## src/hdl/rv_isa_pkg.sv

```systemverilog
// rv64i integer subset encodings, alu operations and instruction field layout
package rv_isa_pkg;

    parameter int XLEN       = 64;
    parameter int REG_ADDR_W = 5;
    parameter int INST_W     = 32;

    // major opcodes kept by the core
    typedef enum logic [6:0] {
        OPC_OP     = 7'b0110011,
        OPC_OP_IMM = 7'b0010011,
        OPC_LUI    = 7'b0110111
    } opcode_e;

    // funct3 per alu group
    parameter logic [2:0] F3_ADD_SUB = 3'b000;
    parameter logic [2:0] F3_SLL     = 3'b001;
    parameter logic [2:0] F3_SLT     = 3'b010;
    parameter logic [2:0] F3_SLTU    = 3'b011;
    parameter logic [2:0] F3_XOR     = 3'b100;
    parameter logic [2:0] F3_SRL_SRA = 3'b101;
    parameter logic [2:0] F3_OR      = 3'b110;
    parameter logic [2:0] F3_AND     = 3'b111;

    parameter logic [6:0] FUNCT7_ALT = 7'b0100000; // sub / sra

    typedef enum logic [3:0] {
        ALU_ADD,
        ALU_SUB,
        ALU_SLL,
        ALU_SLT,
        ALU_SLTU,
        ALU_XOR,
        ALU_SRL,
        ALU_SRA,
        ALU_OR,
        ALU_AND,
        ALU_PASS_B  // lui
    } alu_op_e;

    // instruction field positions
    parameter int OPC_LSB = 0;
    parameter int RD_LSB  = 7;
    parameter int F3_LSB  = 12;
    parameter int RS1_LSB = 15;
    parameter int RS2_LSB = 20;
    parameter int F7_LSB  = 25;

    parameter logic [INST_W-1:0] NOP_INST = 32'h0000_0013; // addi x0,x0,0

endpackage

```

## src/hdl/pipe_pkg.sv

```systemverilog
// stage payloads and the retire record of the integer core
package pipe_pkg;

    // fetch -> decode
    typedef struct packed {
        logic [rv_isa_pkg::XLEN-1:0]   pc;
        logic [rv_isa_pkg::INST_W-1:0] inst;
    } fetch_t;

    // decode -> execute, operands already forwarded
    typedef struct packed {
        logic [rv_isa_pkg::XLEN-1:0]       pc;
        rv_isa_pkg::alu_op_e               alu_op;
        logic [rv_isa_pkg::XLEN-1:0]       op_a;
        logic [rv_isa_pkg::XLEN-1:0]       op_b;
        logic [rv_isa_pkg::REG_ADDR_W-1:0] rd;
        logic                              reg_we;
        logic                              illegal;
    } id_ex_t;

    // execute -> writeback
    typedef struct packed {
        logic [rv_isa_pkg::XLEN-1:0]       pc;
        logic [rv_isa_pkg::REG_ADDR_W-1:0] rd;
        logic [rv_isa_pkg::XLEN-1:0]       result;
        logic                              reg_we;
        logic                              illegal;
    } ex_wb_t;

    // retire record
    typedef struct packed {
        logic                              valid;
        logic [rv_isa_pkg::XLEN-1:0]       pc;
        logic [rv_isa_pkg::REG_ADDR_W-1:0] rd;
        logic [rv_isa_pkg::XLEN-1:0]       wdata;
        logic                              illegal;
    } commit_t;

endpackage

```

## src/hdl/decode_unit.sv

```systemverilog
// instruction decode with immediate generation and operand forwarding
`timescale 1ns/1ps

module decode_unit (
    input  logic                              fetch_valid_i,
    input  pipe_pkg::fetch_t                  fetch_i,
    output logic [rv_isa_pkg::REG_ADDR_W-1:0] rs1_addr_o,
    output logic [rv_isa_pkg::REG_ADDR_W-1:0] rs2_addr_o,
    input  logic [rv_isa_pkg::XLEN-1:0]       rs1_data_i,
    input  logic [rv_isa_pkg::XLEN-1:0]       rs2_data_i,
    input  pipe_pkg::ex_wb_t                  ex_fwd_i,
    input  logic                              ex_valid_i,
    input  pipe_pkg::ex_wb_t                  wb_fwd_i,
    input  logic                              wb_valid_i,
    output logic                              id_valid_o,
    output pipe_pkg::id_ex_t                  id_ex_o
);

    logic [rv_isa_pkg::INST_W-1:0]     inst;
    logic [6:0]                        opcode;
    logic [2:0]                        funct3;
    logic [6:0]                        funct7;
    logic [rv_isa_pkg::REG_ADDR_W-1:0] rd;
    logic [rv_isa_pkg::XLEN-1:0]       imm_i;
    logic [rv_isa_pkg::XLEN-1:0]       imm_u;
    logic                              alt;
    logic                              alt6;
    rv_isa_pkg::alu_op_e               alu_op;
    logic                              illegal;
    logic [rv_isa_pkg::XLEN-1:0]       rs1_val;
    logic [rv_isa_pkg::XLEN-1:0]       rs2_val;
    logic [rv_isa_pkg::XLEN-1:0]       op_b;

    assign inst       = fetch_i.inst;
    assign opcode     = inst[rv_isa_pkg::OPC_LSB +: 7];
    assign funct3     = inst[rv_isa_pkg::F3_LSB +: 3];
    assign funct7     = inst[rv_isa_pkg::F7_LSB +: 7];
    assign rd         = inst[rv_isa_pkg::RD_LSB +: rv_isa_pkg::REG_ADDR_W];
    assign rs1_addr_o = inst[rv_isa_pkg::RS1_LSB +: rv_isa_pkg::REG_ADDR_W];
    assign rs2_addr_o = inst[rv_isa_pkg::RS2_LSB +: rv_isa_pkg::REG_ADDR_W];
    assign imm_i      = {{52{inst[31]}}, inst[31:20]};
    assign imm_u      = {{32{inst[31]}}, inst[31:12], 12'b0};
    assign alt        = (funct7 == rv_isa_pkg::FUNCT7_ALT);
    assign alt6       = (funct7[6:1] == rv_isa_pkg::FUNCT7_ALT[6:1]); // rv64 shamt is 6 bits

    // youngest producer wins: execute, then writeback, then register file
    function automatic logic [rv_isa_pkg::XLEN-1:0] fwd_sel(
        input logic [rv_isa_pkg::REG_ADDR_W-1:0] addr,
        input logic [rv_isa_pkg::XLEN-1:0]       rf_data
    );
        if (ex_valid_i && ex_fwd_i.reg_we && ex_fwd_i.rd != '0 && ex_fwd_i.rd == addr)
            return ex_fwd_i.result;
        else if (wb_valid_i && wb_fwd_i.reg_we && !wb_fwd_i.illegal &&
                 wb_fwd_i.rd != '0 && wb_fwd_i.rd == addr)
            return wb_fwd_i.result;
        else
            return rf_data;
    endfunction

    always_comb begin
        alu_op  = rv_isa_pkg::ALU_ADD;
        illegal = 1'b0;
        op_b    = rs2_val;
        case (opcode)
            rv_isa_pkg::OPC_OP, rv_isa_pkg::OPC_OP_IMM: begin
                case (funct3)
                    rv_isa_pkg::F3_ADD_SUB: alu_op = (alt && opcode == rv_isa_pkg::OPC_OP) ?
                                                     rv_isa_pkg::ALU_SUB : rv_isa_pkg::ALU_ADD;
                    rv_isa_pkg::F3_SLL:     alu_op = rv_isa_pkg::ALU_SLL;
                    rv_isa_pkg::F3_SLT:     alu_op = rv_isa_pkg::ALU_SLT;
                    rv_isa_pkg::F3_SLTU:    alu_op = rv_isa_pkg::ALU_SLTU;
                    rv_isa_pkg::F3_XOR:     alu_op = rv_isa_pkg::ALU_XOR;
                    rv_isa_pkg::F3_SRL_SRA: alu_op = inst[30] ? rv_isa_pkg::ALU_SRA
                                                              : rv_isa_pkg::ALU_SRL;
                    rv_isa_pkg::F3_OR:      alu_op = rv_isa_pkg::ALU_OR;
                    rv_isa_pkg::F3_AND:     alu_op = rv_isa_pkg::ALU_AND;
                endcase
                if (opcode == rv_isa_pkg::OPC_OP) begin
                    // funct7 must be zero, alt only for sub and sra
                    illegal = !(funct7 == '0 || (alt && (funct3 == rv_isa_pkg::F3_ADD_SUB ||
                                                         funct3 == rv_isa_pkg::F3_SRL_SRA)));
                end else begin
                    op_b = imm_i;
                    if (funct3 == rv_isa_pkg::F3_SLL)
                        illegal = (funct7[6:1] != '0);
                    else if (funct3 == rv_isa_pkg::F3_SRL_SRA)
                        illegal = !(funct7[6:1] == '0 || alt6);
                end
            end
            rv_isa_pkg::OPC_LUI: begin
                alu_op = rv_isa_pkg::ALU_PASS_B;
                op_b   = imm_u;
            end
            default: illegal = 1'b1; // unknown opcode
        endcase
    end

    always_comb begin
        rs1_val = fwd_sel(rs1_addr_o, rs1_data_i);
        rs2_val = fwd_sel(rs2_addr_o, rs2_data_i);
    end

    assign id_valid_o      = fetch_valid_i;
    assign id_ex_o.pc      = fetch_i.pc;
    assign id_ex_o.alu_op  = alu_op;
    assign id_ex_o.op_a    = rs1_val;
    assign id_ex_o.op_b    = op_b;
    assign id_ex_o.rd      = illegal ? '0 : rd; // illegal retires with rd zero
    assign id_ex_o.reg_we  = !illegal;
    assign id_ex_o.illegal = illegal;

endmodule

```

## config.mk

```make
export PLATFORM = sky130hd
export DESIGN_NAME = decode_unit
export DESIGN_NICKNAME = d
export VERILOG_FILES = /design/src/hdl/rv_isa_pkg.sv /design/src/hdl/pipe_pkg.sv /design/src/hdl/decode_unit.sv
export SDC_FILE = /design/constraint.sdc
export NUM_CORES = 1
export LEC_CHECK = 0
export ABC_AREA = 1
export BUFFER_PORTS_ARGS = -buffer_cell sky130_fd_sc_hd__buf_2
export CORE_AREA = 2 2 275 277
export DETAILED_ROUTE_END_ITERATION = 16
export DIE_AREA = 0 0 277 279
export PLACE_DENSITY = 0.33
export SLEW_MARGIN = 25
export SYNTH_ARGS = -nofsm -noshare
export SYNTH_HDL_FRONTEND = slang
export SYNTH_SLANG_ARGS = --single-unit
```

## constraint.sdc

```tcl
create_clock -name vclk -period 1.1
set_clock_uncertainty 0.05 [all_clocks]
set_input_delay 0.055 -clock vclk [all_inputs]
set_output_delay 0.055 -clock vclk [all_outputs]
set_load 0.005 [all_outputs]
```

# After elaboration in Yosys (flattened, before gate mapping)
# Index checks and enable logic that the tools add are counted.
# totals
regBits	0
inputBits	497
output_inout_bits	214
word_cells	56
# classes
eq_ne	16
muxes	15
reduce_logical	25
# op_table
cell	count
two-way mux 64 bit	5
case mux 64 bit (2 select lines)	1
case mux 4 bit (8 select lines)	1
== test 7 x 6 -> 1 bit, second input constant	3
== test 5 bit	4
== test 3 bit, second input constant	4
logical AND 1 bit	11
nonzero test 5 bit	2
case mux 4 bit (2 select lines)	1
== test 7 x 5 -> 1 bit, second input constant	1
logical NOT 7 bit	1
== test 3 x 2 -> 1 bit, second input constant	2
== test 6 x 5 -> 1 bit, second input constant	1
logical NOT 6 bit	1
nonzero test 6 bit	1
two-way mux 1 bit	5
two-way mux 5 bit	1
logical NOT 1 bit	4
== test 3 x 1 -> 1 bit, second input constant	1
logical NOT 3 bit	1
logical OR 1 bit	3
case mux 1 bit (2 select lines)	1
OR reduction 2 bit	1

# Logic depth before layout (Yosys ltp)
# Gate-level depths: netlist (run 1).
# logic_depth
word_depth	8
ltp_mapped	12
ltp_nobuf	10

# Worst setup path after synthesis (run 1)
# Ideal clock, no wire load.
# synth_path
path_type	input to output
start	input fetch_i[1] in the netlist's numbering
end	output id_ex_o[0] in the netlist's numbering
t_arrival_ps	1036
required_time_ps	995
path_slack_ps	-41
path_stages	9
path_buffers	2
path_cell_list	nand2_1 nor2_2 nand3_1 inv_2 buf_4 nand3_1 nand2_1 inv_1 buf_4
# synth_via
elab_chain_cells	3
elab_cells_between_ends	6
classes_between	3 x eq/ne; 2 x mux; 1 x reduce/logical
# synth_lines
element	line	source
start, declared	decode_unit.sv:6	input pipe_pkg::fetch_t fetch_i,
== test 7 x 6 -> 1 bit / == test 7 x 5 -> 1 bit (equally long branches)	decode_unit.sv:64, decode_unit.sv:78	
two-way mux 1 bit / OR reduction 2 bit (equally long branches)	decode_unit.sv:78, decode_unit.sv:64	
case mux 1 bit (2 select lines) (*)	decode_unit.sv:64	case (opcode)
end, declared	decode_unit.sv:16	output pipe_pkg::id_ex_t id_ex_o
# Mark *: on every way between the ends. The rest lies on a longest branch, timed or not.

==> metrics, run 1 <==
number of DRC violations after detailed-routing iteration 0=478; remaining global-route overflow=0; Syn-to-layout area delta=108%; outcome=complete, but fails checks; Hold WC Path Type=input port to output pin; warnings from Yosys=0; Rel. slew slack=between 60% and 70%; critical path arrival=roughly 1700 ps; critical path type=input port to output pin; Post-Syn Area per Cell=~4.8 µm²; final weighted congestion in routability-driven placement=approximately 0.8; netlist area before placement=~6600 µm²; Pwr per Cell Area=266 nW/µm²; final slew viol count=0; Final Net Count=around 2,400; Critical Path Sink Type=output pin; Die Ht=~280 µm; vias after detailed routing=10,500; Synth cell types=32; global router's overall resource usage=between 10 and 15%; die width=about 280 µm; wire length of the first global-routing pass=between 70,000 and 80,000 µm; part of the power in the clock network=0%; average wire per cell in the routed design=~21 µm; end point of the worst hold path=id_ex_o[143]; relative contribution of sequential cells to total power=0%; standard-cell row count=100; instance count after placement with tap cells included=roughly 2,800; initial antenna violation count=20; least setup slack across all paths after layout=-657 ps; CTS Hold Buffers Added=0; maxcap violations=0; data required time of the critical path=1000 ps; count of endpoints failing hold in the final timing report=0; Seq/Total Area, Yosys=0%; antenna viol nets, final=0; number of filler instances in the final layout=roughly 8,700; number of sequential storage elements=0; cells after synthesis=~1,400; failing checks=negative setup slack; pin count of the biggest net entering global routing=65; combinational share of power=100.0%; starting density of the core=8.95%; floorplan die area=about 77,000 µm²; Highest Clock Rate=between 500 and 600 MHz; Finished Layout Cells=2,847; Place WS=-895 ps; detailed-routing iteration count for the pre-antenna-repair pass=4; I/O pins=around 700; Via-to-Cell Ratio=between 3 and 4; slew at the pin closest to its max-slew limit=between 500 and 600 ps; number of global-route vias before repair=10,400; number of buffers added on ports=between 400 and 500; area taken by multi-input logic gates=about 6100 µm²; internal power consumption=~0.0016 W; Min Clock Period, post-route=between 1500 and 2000 ps; setup repair after global routing missed its margin=yes; number of endpoints failing setup at the final stage=approximately 140; final core occ=a little under a fifth; Placeable Area=approximately 74,000 µm²; DP Wirelength=roughly 45,000 µm; Tcrit/Tclk final=160%; number of clock buffer instances in the layout=0; type of origin of the critical path=input port; leakage power of the design=7.61 nW; Post-Route WL=around 60,000 µm; worst ir drop on vdd=about 0.15 mV; beginning of the worst hold path=fetch_i[36]; critical-path maximum fanout=5; total area of sequential cells=0 µm²; Post-Syn Nets=roughly 1,900; Switch Pwr=~0.0020 W; number of cells on the worst hold path=0; DRC=0; switching portion of total power=between 50% and 60%; fraction of final layout cells with drive strength greater than 1=a little over half
power groups by stage:
stage          Combinational, W        Clock, W  Sequential, W
3_5_place_dp            0.00296               0              0
5_1_grt                 0.00399  0.000000000122              0
2_1_floorplan           0.00132               0              0
3_3_place_gp            0.00298               0              0
4_1_cts                 0.00340               0              0
6_report                0.00366  0.000000000488              0
area by class of cell:
type | count | share of cell area (%)
inverters | 305 | 8.51
well taps | 969 | 8.81
diodes | 4 | 0.0727
multi-input cells | 926 | 44.4
repair buffers | 643 | 38.3
repair_timing:
| action | 4_1_cts | 5_1_grt |
|---|---|---|
| cloned | 14 | 18 |
| setup endpoints to repair | 139 | 138 |
| resized for setup | 309 | 239 |
| buffers inserted | 23 | 15 |
| pin swaps | 114 | 135 |
cells by family (layout without fill, tap and decap cells):
logic type	after synthesis	in the layout	synth area share (%)
other cells	0	4	0
simple gates	884	885	60.4
buf+inv	469	948	35.2
xor+xnor	16	16	2.23
compound gates	25	25	2.26
per-stage QoR:
stage	cell area (µm²)	TNS, ps	hold WS, ps	total power, W
global placement	10300	-87580	60.0	0.00298
CTS	12300	-78690	60.0	0.00340
global route	13800	-88360	60.0	0.00399
detailed placement	10300	-87180	60.0	0.00296
finish	13800	-76390	60.0	0.00366
floorplan	6640	-626	141	0.00132
metal layers:
metal	GRT usage [%]	wire, µm	vias up
met4	1.94	1240	18
met1	17.9	26200	4929
met2	24.1	28600	400
met3	2.80	3810	80
li1	-	-	5107
met5	0	125	-
synthesized netlist by cell type, types with 2 or more instances:
master / count / share of area (%)
sky130_fd_sc_hd__a21boi_0: 5 / 0.57
sky130_fd_sc_hd__a31oi_1: 2 / 0.19
sky130_fd_sc_hd__buf_12: 4 / 1.2
sky130_fd_sc_hd__buf_2: 44 / 3.3
sky130_fd_sc_hd__buf_4: 83 / 9.4
sky130_fd_sc_hd__buf_6: 14 / 2.4
sky130_fd_sc_hd__buf_8: 3 / 0.68
sky130_fd_sc_hd__clkbuf_1: 16 / 0.91
sky130_fd_sc_hd__inv_1: 301 / 17
sky130_fd_sc_hd__inv_2: 3 / 0.17
sky130_fd_sc_hd__nand2_1: 501 / 28
sky130_fd_sc_hd__nand2_2: 4 / 0.38
sky130_fd_sc_hd__nand3_1: 323 / 24
sky130_fd_sc_hd__nand3_2: 30 / 4.5
sky130_fd_sc_hd__nand4_1: 3 / 0.28
sky130_fd_sc_hd__nor2_1: 11 / 0.62
sky130_fd_sc_hd__nor2_2: 6 / 0.57
sky130_fd_sc_hd__o21ai_0: 14 / 1.1
sky130_fd_sc_hd__xnor2_1: 7 / 0.92
sky130_fd_sc_hd__xor2_1: 8 / 1.1
cells in the final DEF (no fill, tap or decap), drive strengths merged:
| cell | netlist | final |
|---|---|---|
| a21boi | 5 | 5 |
| clkinv | 1 | 4 |
| buf | 148 | 627 |
| xor2 | 8 | 8 |
| o211ai | 1 | 1 |
| o21ai | 14 | 14 |
| a21oi | 2 | 2 |
| clkbuf | 16 | 15 |
| nand3 | 353 | 353 |
| nor3 | 1 | 1 |
| nor2 | 19 | 19 |
| xnor2 | 8 | 8 |
| a31oi | 2 | 2 |
| diode | 0 | 4 |
| inv | 304 | 301 |
| bufbuf | 0 | 1 |
| o221ai | 1 | 1 |
| nand2 | 506 | 507 |
| nand4 | 5 | 5 |
worst max path at each step:
stage                      start            to
floorplan             fetch_i[1]   id_ex_o[38]
global placement     fetch_i[23]   id_ex_o[30]
detailed placement   fetch_i[23]   id_ex_o[30]
CTS                  fetch_i[23]   id_ex_o[62]
global route        wb_fwd_i[69]  id_ex_o[106]
finish              wb_fwd_i[69]   id_ex_o[87]
worst max-delay path, cell delays in order:
cell	delay (ps)
sky130_fd_sc_hd__buf_8	100
sky130_fd_sc_hd__buf_6	110
sky130_fd_sc_hd__xor2_2	160
sky130_fd_sc_hd__nor2_2	160
sky130_fd_sc_hd__nand2_2	110
sky130_fd_sc_hd__nor2_8	260
sky130_fd_sc_hd__buf_6	180
sky130_fd_sc_hd__buf_16	170
sky130_fd_sc_hd__nand3_4	70
sky130_fd_sc_hd__nand3_2	70
sky130_fd_sc_hd__nand2_1	60
sky130_fd_sc_hd__buf_2	130
Power figures use the tool's default switching activity.
==> inputs of run 2 (changes only) <==
ABC_AREA = default   (was 1)
CORE_AREA = 2 2 278 280   (was 2 2 275 277)
DIE_AREA = 0 0 280 282   (was 0 0 277 279)
PLACE_DENSITY = 0.3   (was 0.33)
==> metrics, run 2 <==
Post-Route WL=43,700 µm (was 59,900 µm); total area of sequential cells=0 µm² (unchanged); netlist area before placement=4370 µm² (was 6630 µm²); setup repair after global routing missed its margin=yes (unchanged); Rel. slew slack=62.6% (was 61.8%); Pwr per Cell Area=256 nW/µm² (was 266 nW/µm²); Critical Path, Cell by Cell=buf_6, and3b_2, o21ai_4, buf_6, nor4_4, buf_6, buf_12, mux2i_2, a21oi_1, buf_2 (was buf_8, buf_6, xor2_2, nor2_2, nand2_2, nor2_8, buf_6, buf_16, nand3_4, nand3_2, nand2_1, buf_2); cell taking the most area after synthesis=sky130_fd_sc_hd__mux2i_1 (was sky130_fd_sc_hd__nand2_1); detailed-routing iteration count for the pre-antenna-repair pass=4 (unchanged); Critical Path Sink Type=output pin (unchanged); leading cell types by total area after synthesis=sky130_fd_sc_hd__mux2i_1, sky130_fd_sc_hd__buf_4, sky130_fd_sc_hd__a21oi_1, sky130_fd_sc_hd__nor2_1, sky130_fd_sc_hd__o21ai_0 (was sky130_fd_sc_hd__nand2_1, sky130_fd_sc_hd__nand3_1, sky130_fd_sc_hd__inv_1, sky130_fd_sc_hd__buf_4, sky130_fd_sc_hd__nand3_2); number of endpoints failing setup at the final stage=139 (was 138); final slew viol count=0 (unchanged); cell with the most instances after synthesis=sky130_fd_sc_hd__mux2i_1 (was sky130_fd_sc_hd__nand2_1); critical path startpoint=wb_fwd_i[0] (was wb_fwd_i[69]); worst ir drop on vdd=0.0769 mV (was 0.147 mV); Post-Syn Area per Cell=6.65 µm² (was 4.76 µm²); wire length of the first global-routing pass=53,300 µm (was 77,700 µm); Tcrit/Tclk final=191% (was 160%); Post-synth top cells=sky130_fd_sc_hd__mux2i_1, sky130_fd_sc_hd__a21oi_1, sky130_fd_sc_hd__buf_4 (was sky130_fd_sc_hd__nand2_1, sky130_fd_sc_hd__nand3_1, sky130_fd_sc_hd__inv_1); critical path type=input port to output pin (unchanged); leakage power of the design=4.27 nW (was 7.61 nW); starting density of the core=5.77% (was 8.95%); number of global-route vias before repair=7,268 (was 10,400); number of sequential storage elements=0 (unchanged); critical path arrival=1990 ps (was 1650 ps); average wire per cell in the routed design=20.2 µm (was 21.0 µm); fraction of final layout cells with drive strength greater than 1=68.8% (was 53.6%); number of clock buffer instances in the layout=0 (unchanged); floorplan die area=79,000 µm² (was 77,300 µm²); slew at the pin closest to its max-slew limit=561 ps (was 573 ps); number of buffers added on ports=452 (unchanged); largest stage delay on the critical path=450 ps (was 260 ps); failing checks=negative setup slack (unchanged); warnings from Yosys=0 (unchanged); post-synth top area share=29.6% (was 28.4%); vias after detailed routing=7,050 (was 10,500); most common cell after layout, fill and taps aside=sky130_fd_sc_hd__buf_2 (unchanged); Highest Clock Rate=477 MHz (was 569 MHz); Via-to-Cell Ratio=3.26 (was 3.70); count of endpoints failing hold in the final timing report=0 (unchanged); largest delay contributor family on the critical path=buffers and inverters (was simple AND/OR/NAND/NOR gates); DP Wirelength=33,200 µm (was 44,500 µm); Placeable Area=75,700 µm² (was 74,100 µm²); outcome=complete, but fails checks (unchanged); DRC=0 (unchanged); Place WS=-1160 ps (was -895 ps); data required time of the critical path=1000 ps (about the same); number of buffers and inverters on the critical path=5 (unchanged); beginning of the worst hold path=fetch_i[38] (was fetch_i[36]); initial antenna violation count=8 (was 20); final weighted congestion in routability-driven placement=0.828 (was 0.814); Post-Syn Nets=1,153 (was 1,891); Slowest cell on crit path=sky130_fd_sc_hd__nor4_4 (was sky130_fd_sc_hd__nor2_8); number of DRC violations after detailed-routing iteration 0=227 (was 478); type of origin of the critical path=input port (unchanged); Final Net Count=1,677 (was 2,373); Seq/Total Area, Yosys=0% (unchanged); Synth cell types=39 (was 32); Die Ht=282 µm (was 279 µm); final core occ=13.6% (was 18.6%); Top cell by count, worst path=sky130_fd_sc_hd__buf_6 (unchanged); I/O pins=711 (unchanged); remaining global-route overflow=0 (unchanged); antenna viol nets, final=0 (unchanged); Syn-to-layout area delta=136% (was 108%); critical-path maximum fanout=8 (was 5); cells after synthesis=656 (was 1,394); standard-cell row count=101 (was 100); die width=280 µm (was 277 µm); Min Clock Period, post-route=2100 ps (was 1760 ps); Hold WC Path Type=input port to output pin (unchanged); Final Power=0.00264 W (was 0.00366 W); global router's overall resource usage=9.45% (was 13.9%); most used cells in the layout excluding fill and tap cells=sky130_fd_sc_hd__buf_2, sky130_fd_sc_hd__buf_4, sky130_fd_sc_hd__mux2i_1 (was sky130_fd_sc_hd__buf_2, sky130_fd_sc_hd__nand2_1, sky130_fd_sc_hd__inv_1); pin count of the biggest net entering global routing=44 (was 65); maxcap violations=0 (unchanged); least setup slack across all paths after layout=-996 ps (was -657 ps)
run 2: changes by cell type after synthesis, sizes merged, moves of 33 or more:
| cell | change |
|---|---|
| buf | -33 |
| o21ai | +51 |
| mux2i | +129 |
| nor2 | +57 |
| inv | -303 |
| nand3 | -349 |
| a21oi | +122 |
| nand2 | -468 |
run 2: where the power goes:
part                total (W)    internal [W]  switching [W]
sequential                  0               0              0
clock          0.000000000413  0.000000000413              0
combinational         0.00264         0.00133        0.00131
run 2: area by class of cell:
cell class	instances	area, µm²
timing repair buffer	656	4830
inverter	1	3.75
multi-input combinational	521	4230
fill	8714	65400
antenna	4	10.0
tap	978	1220
run 2: worst paths after layout:
kind                        to  slack [ps]  cells past startpoint
setup / recovery  id_ex_o[122]       -1000                     10
hold / removal    id_ex_o[145]          60                      0
run 2: per-stage QoR:
step                      area (µm²)  TNS (ps)  std cells  hold WS, ps
after floorplan                 4580    -52610        656          141
after global placement          8300   -129880       2085         60.0
after detailed placement        8300   -125760       2085         60.0
after CTS                       9410   -118410       2117         60.0
after global routing           10300   -130690       2157         60.0
final                          10300   -120610       2160         60.0
run 2: cells by family after synthesis:
| logic type | Yosys count | share of synthesized area, % |
|---|---|---|
| compound gates | 218 | 28.1 |
| xor+xnor | 22 | 4.59 |
| buf+inv | 135 | 21.6 |
| mux | 129 | 29.6 |
| simple gates | 152 | 16.1 |
run 2: repair_timing:
item	CTS	global route
endpoints found under the setup margin	139	139
resized for setup	142	112
setup buffers	23	35
gates cloned	9	10
hold endpoints to repair	0	0
hold buffers	0	0
pin swaps	33	36
run 2: routing by layer:
metal	vias up	track usage [%]	part of all wire, %
li1	3349	-	-
met1	3306	12.2	45
met2	328	15.8	46
met5	-	0	0.085
met3	61	1.97	5.8
met4	6	2.78	3.1
==> inputs of run 3 (changes only) <==
BUFFER_PORTS_ARGS = -buffer_cell sky130_fd_sc_hd__buf_4   (was -buffer_cell sky130_fd_sc_hd__buf_2)
SLEW_MARGIN = 40   (was 25)
==> metrics, run 3 (synthesized netlist as in run 2, its figures left out) <==
Tcrit/Tclk final=196% (was 191%); Min Hold Slack=60.0 ps (about the same); worst ir drop on vdd=0.0959 mV (was 0.0769 mV); number of endpoints failing setup at the final stage=139 (unchanged); detailed-routing iteration count for the pre-antenna-repair pass=6 (was 4); Critical Path Sink Type=output pin (unchanged); critical path type=input port to output pin (unchanged); DP Wirelength=34,300 µm (was 33,200 µm); number of sequential storage elements=0 (unchanged); outcome=complete, but fails checks (unchanged); slew at the pin closest to its max-slew limit=689 ps (was 561 ps); Slowest cell on crit path=sky130_fd_sc_hd__or4_4 (was sky130_fd_sc_hd__nor4_4); post-route cell area=11,200 µm² (was 10,300 µm²); initial antenna violation count=1 (was 8); starting density of the core=5.77% (unchanged); final weighted congestion in routability-driven placement=0.800 (was 0.828); relative contribution of sequential cells to total power=0% (about the same); Final Net Count=1,667 (was 1,677); global router's overall resource usage=9.83% (was 9.45%); average wire per cell in the routed design=19.9 µm (was 20.2 µm); Die Ht=282 µm (unchanged); number of buffers added on ports=452 (unchanged); Rel. slew slack=53.9% (was 62.6%); Placeable Area=75,700 µm² (unchanged); Final Power=0.00306 W (was 0.00264 W); most used cells in the layout excluding fill and tap cells=sky130_fd_sc_hd__buf_4, sky130_fd_sc_hd__a21oi_1, sky130_fd_sc_hd__mux2i_1 (was sky130_fd_sc_hd__buf_2, sky130_fd_sc_hd__buf_4, sky130_fd_sc_hd__mux2i_1); floorplan die area=79,000 µm² (unchanged); die width=280 µm (unchanged); critical path arrival=2050 ps (was 1990 ps); remaining global-route overflow=0 (unchanged); count of endpoints failing hold in the final timing report=0 (unchanged); setup repair after global routing missed its margin=yes (unchanged); leakage power of the design=4.58 nW (was 4.27 nW); Hold WC Path Type=input port to output pin (unchanged); number of DRC violations after detailed-routing iteration 0=241 (was 227); Levels on crit path=12 (was 10); Critical Path, Cell by Cell=buf_6, buf_6, or4_4, o21ai_2, buf_4, nor4_4, buf_4, clkbuf_16, buf_4, mux2i_1, o21ai_2, buf_4 (was buf_6, and3b_2, o21ai_4, buf_6, nor4_4, buf_6, buf_12, mux2i_2, a21oi_1, buf_2); maxcap violations=0 (unchanged); Switch Pwr=0.00129 W (was 0.00131 W); final slew viol count=0 (unchanged); most common cell after layout, fill and taps aside=sky130_fd_sc_hd__buf_4 (was sky130_fd_sc_hd__buf_2); number of clock buffer instances in the layout=0 (unchanged); type of origin of the critical path=input port (unchanged); DRC=0 (unchanged); Pwr per Cell Area=274 nW/µm² (was 256 nW/µm²); largest delay contributor family on the critical path=buffers and inverters (unchanged); total area of sequential cells=0 µm² (unchanged); Via-to-Cell Ratio=3.26 (about the same); largest stage delay on the critical path=470 ps (was 450 ps); number of buffers and inverters on the critical path=7 (was 5); failing checks=negative setup slack (unchanged); critical-path maximum fanout=6 (was 8); antenna viol nets, final=0 (unchanged); I/O pins=711 (unchanged); Post-Route WL=42,700 µm (was 43,700 µm); Highest Clock Rate=464 MHz (was 477 MHz); part of the power in the clock network=0% (about the same); data required time of the critical path=1000 ps (about the same); critical path endpoint=id_ex_o[56] (was id_ex_o[122]); least setup slack across all paths after layout=-1060 ps (was -996 ps); critical path startpoint=wb_fwd_i[70] (was wb_fwd_i[0]); Top cell by count, worst path=sky130_fd_sc_hd__buf_4 (was sky130_fd_sc_hd__buf_6); Min Clock Period, post-route=2160 ps (was 2100 ps); Syn-to-layout area delta=156% (was 136%); pin count of the biggest net entering global routing=19 (was 44); combinational share of power=100.0% (about the same); fraction of final layout cells with drive strength greater than 1=66.8% (was 68.8%); cell area after placement=9610 µm² (was 8300 µm²); internal power consumption=0.00177 W (was 0.00133 W); switching portion of total power=42.2% (was 49.5%); number of global-route vias before repair=7,480 (was 7,268); standard-cell row count=101 (unchanged); wire length of the first global-routing pass=55,700 µm (was 53,300 µm); vias after detailed routing=7,004 (was 7,050)
-- run 3: cell types whose count changed in the layout (fill, tap and decap cells not counted), sizes merged --
cell | previous run | this run
diode | 4 | 2
buf | 648 | 639
clkbuf | 8 | 6
bufbuf | 0 | 1
-- run 3: power groups by stage --
stage / clock (W) / sequential, W / combinational (W)
after floorplan: 0 / 0 / 0.000917
after global placement: 0 / 0 / 0.00280
after detailed placement: 0 / 0 / 0.00280
after CTS: 0 / 0 / 0.00297
after global routing: 0 / 0 / 0.00328
final: 0.000000000171 / 0 / 0.00306
-- run 3: worst min path at each step --
| stage | start | to | slack (ps) | cells after the start |
|---|---|---|---|---|
| 3_3_place_gp | fetch_i[32] | id_ex_o[139] | 60 | 0 |
| 5_1_grt | fetch_i[46] | id_ex_o[153] | 60 | 0 |
| 2_1_floorplan | fetch_i[32] | id_ex_o[139] | 140 | 1 |
| 6_report | fetch_i[38] | id_ex_o[145] | 60 | 0 |
| 3_5_place_dp | fetch_i[32] | id_ex_o[139] | 60 | 0 |
| 4_1_cts | fetch_i[32] | id_ex_o[139] | 60 | 0 |
-- run 3: per-stage QoR --
step / setup WS (ps) / TNS [ps] / instances / util, %
final: -1060 / -123880 / 2148 / 14.8
after detailed placement: -1230 / -142400 / 2100 / 12.7
after CTS: -1060 / -126200 / 2133 / 14.0
after global placement: -1170 / -138190 / 2100 / 12.7
after floorplan: -410 / -52610 / 656 / -
after global routing: -1130 / -134560 / 2146 / 14.8
-- run 3: layout make-up --
| class | count | area (µm²) |
|---|---|---|
| timing repair buffer | 646 | 5840 |
| multi-input combinational | 521 | 4120 |
| inverter | 1 | 3.75 |
| fill | 8676 | 64500 |
| tap | 978 | 1220 |
| antenna | 2 | 5.00 |
-- run 3: routing by layer --
metal	vias up	track usage [%]	wire, µm
li1	3324	-	-
met1	3334	12.6	18500
met2	304	17.6	21200
met3	40	1.46	2340
met4	2	1.67	711
met5	-	0	12
-- run 3: timing repair --
item,in CTS,in global routing
hold buffers,0,0
setup buffers,28,17
setup endpoints to repair,139,139
gates cloned,9,5
pin swaps,58,44
gates resized for setup,123,95
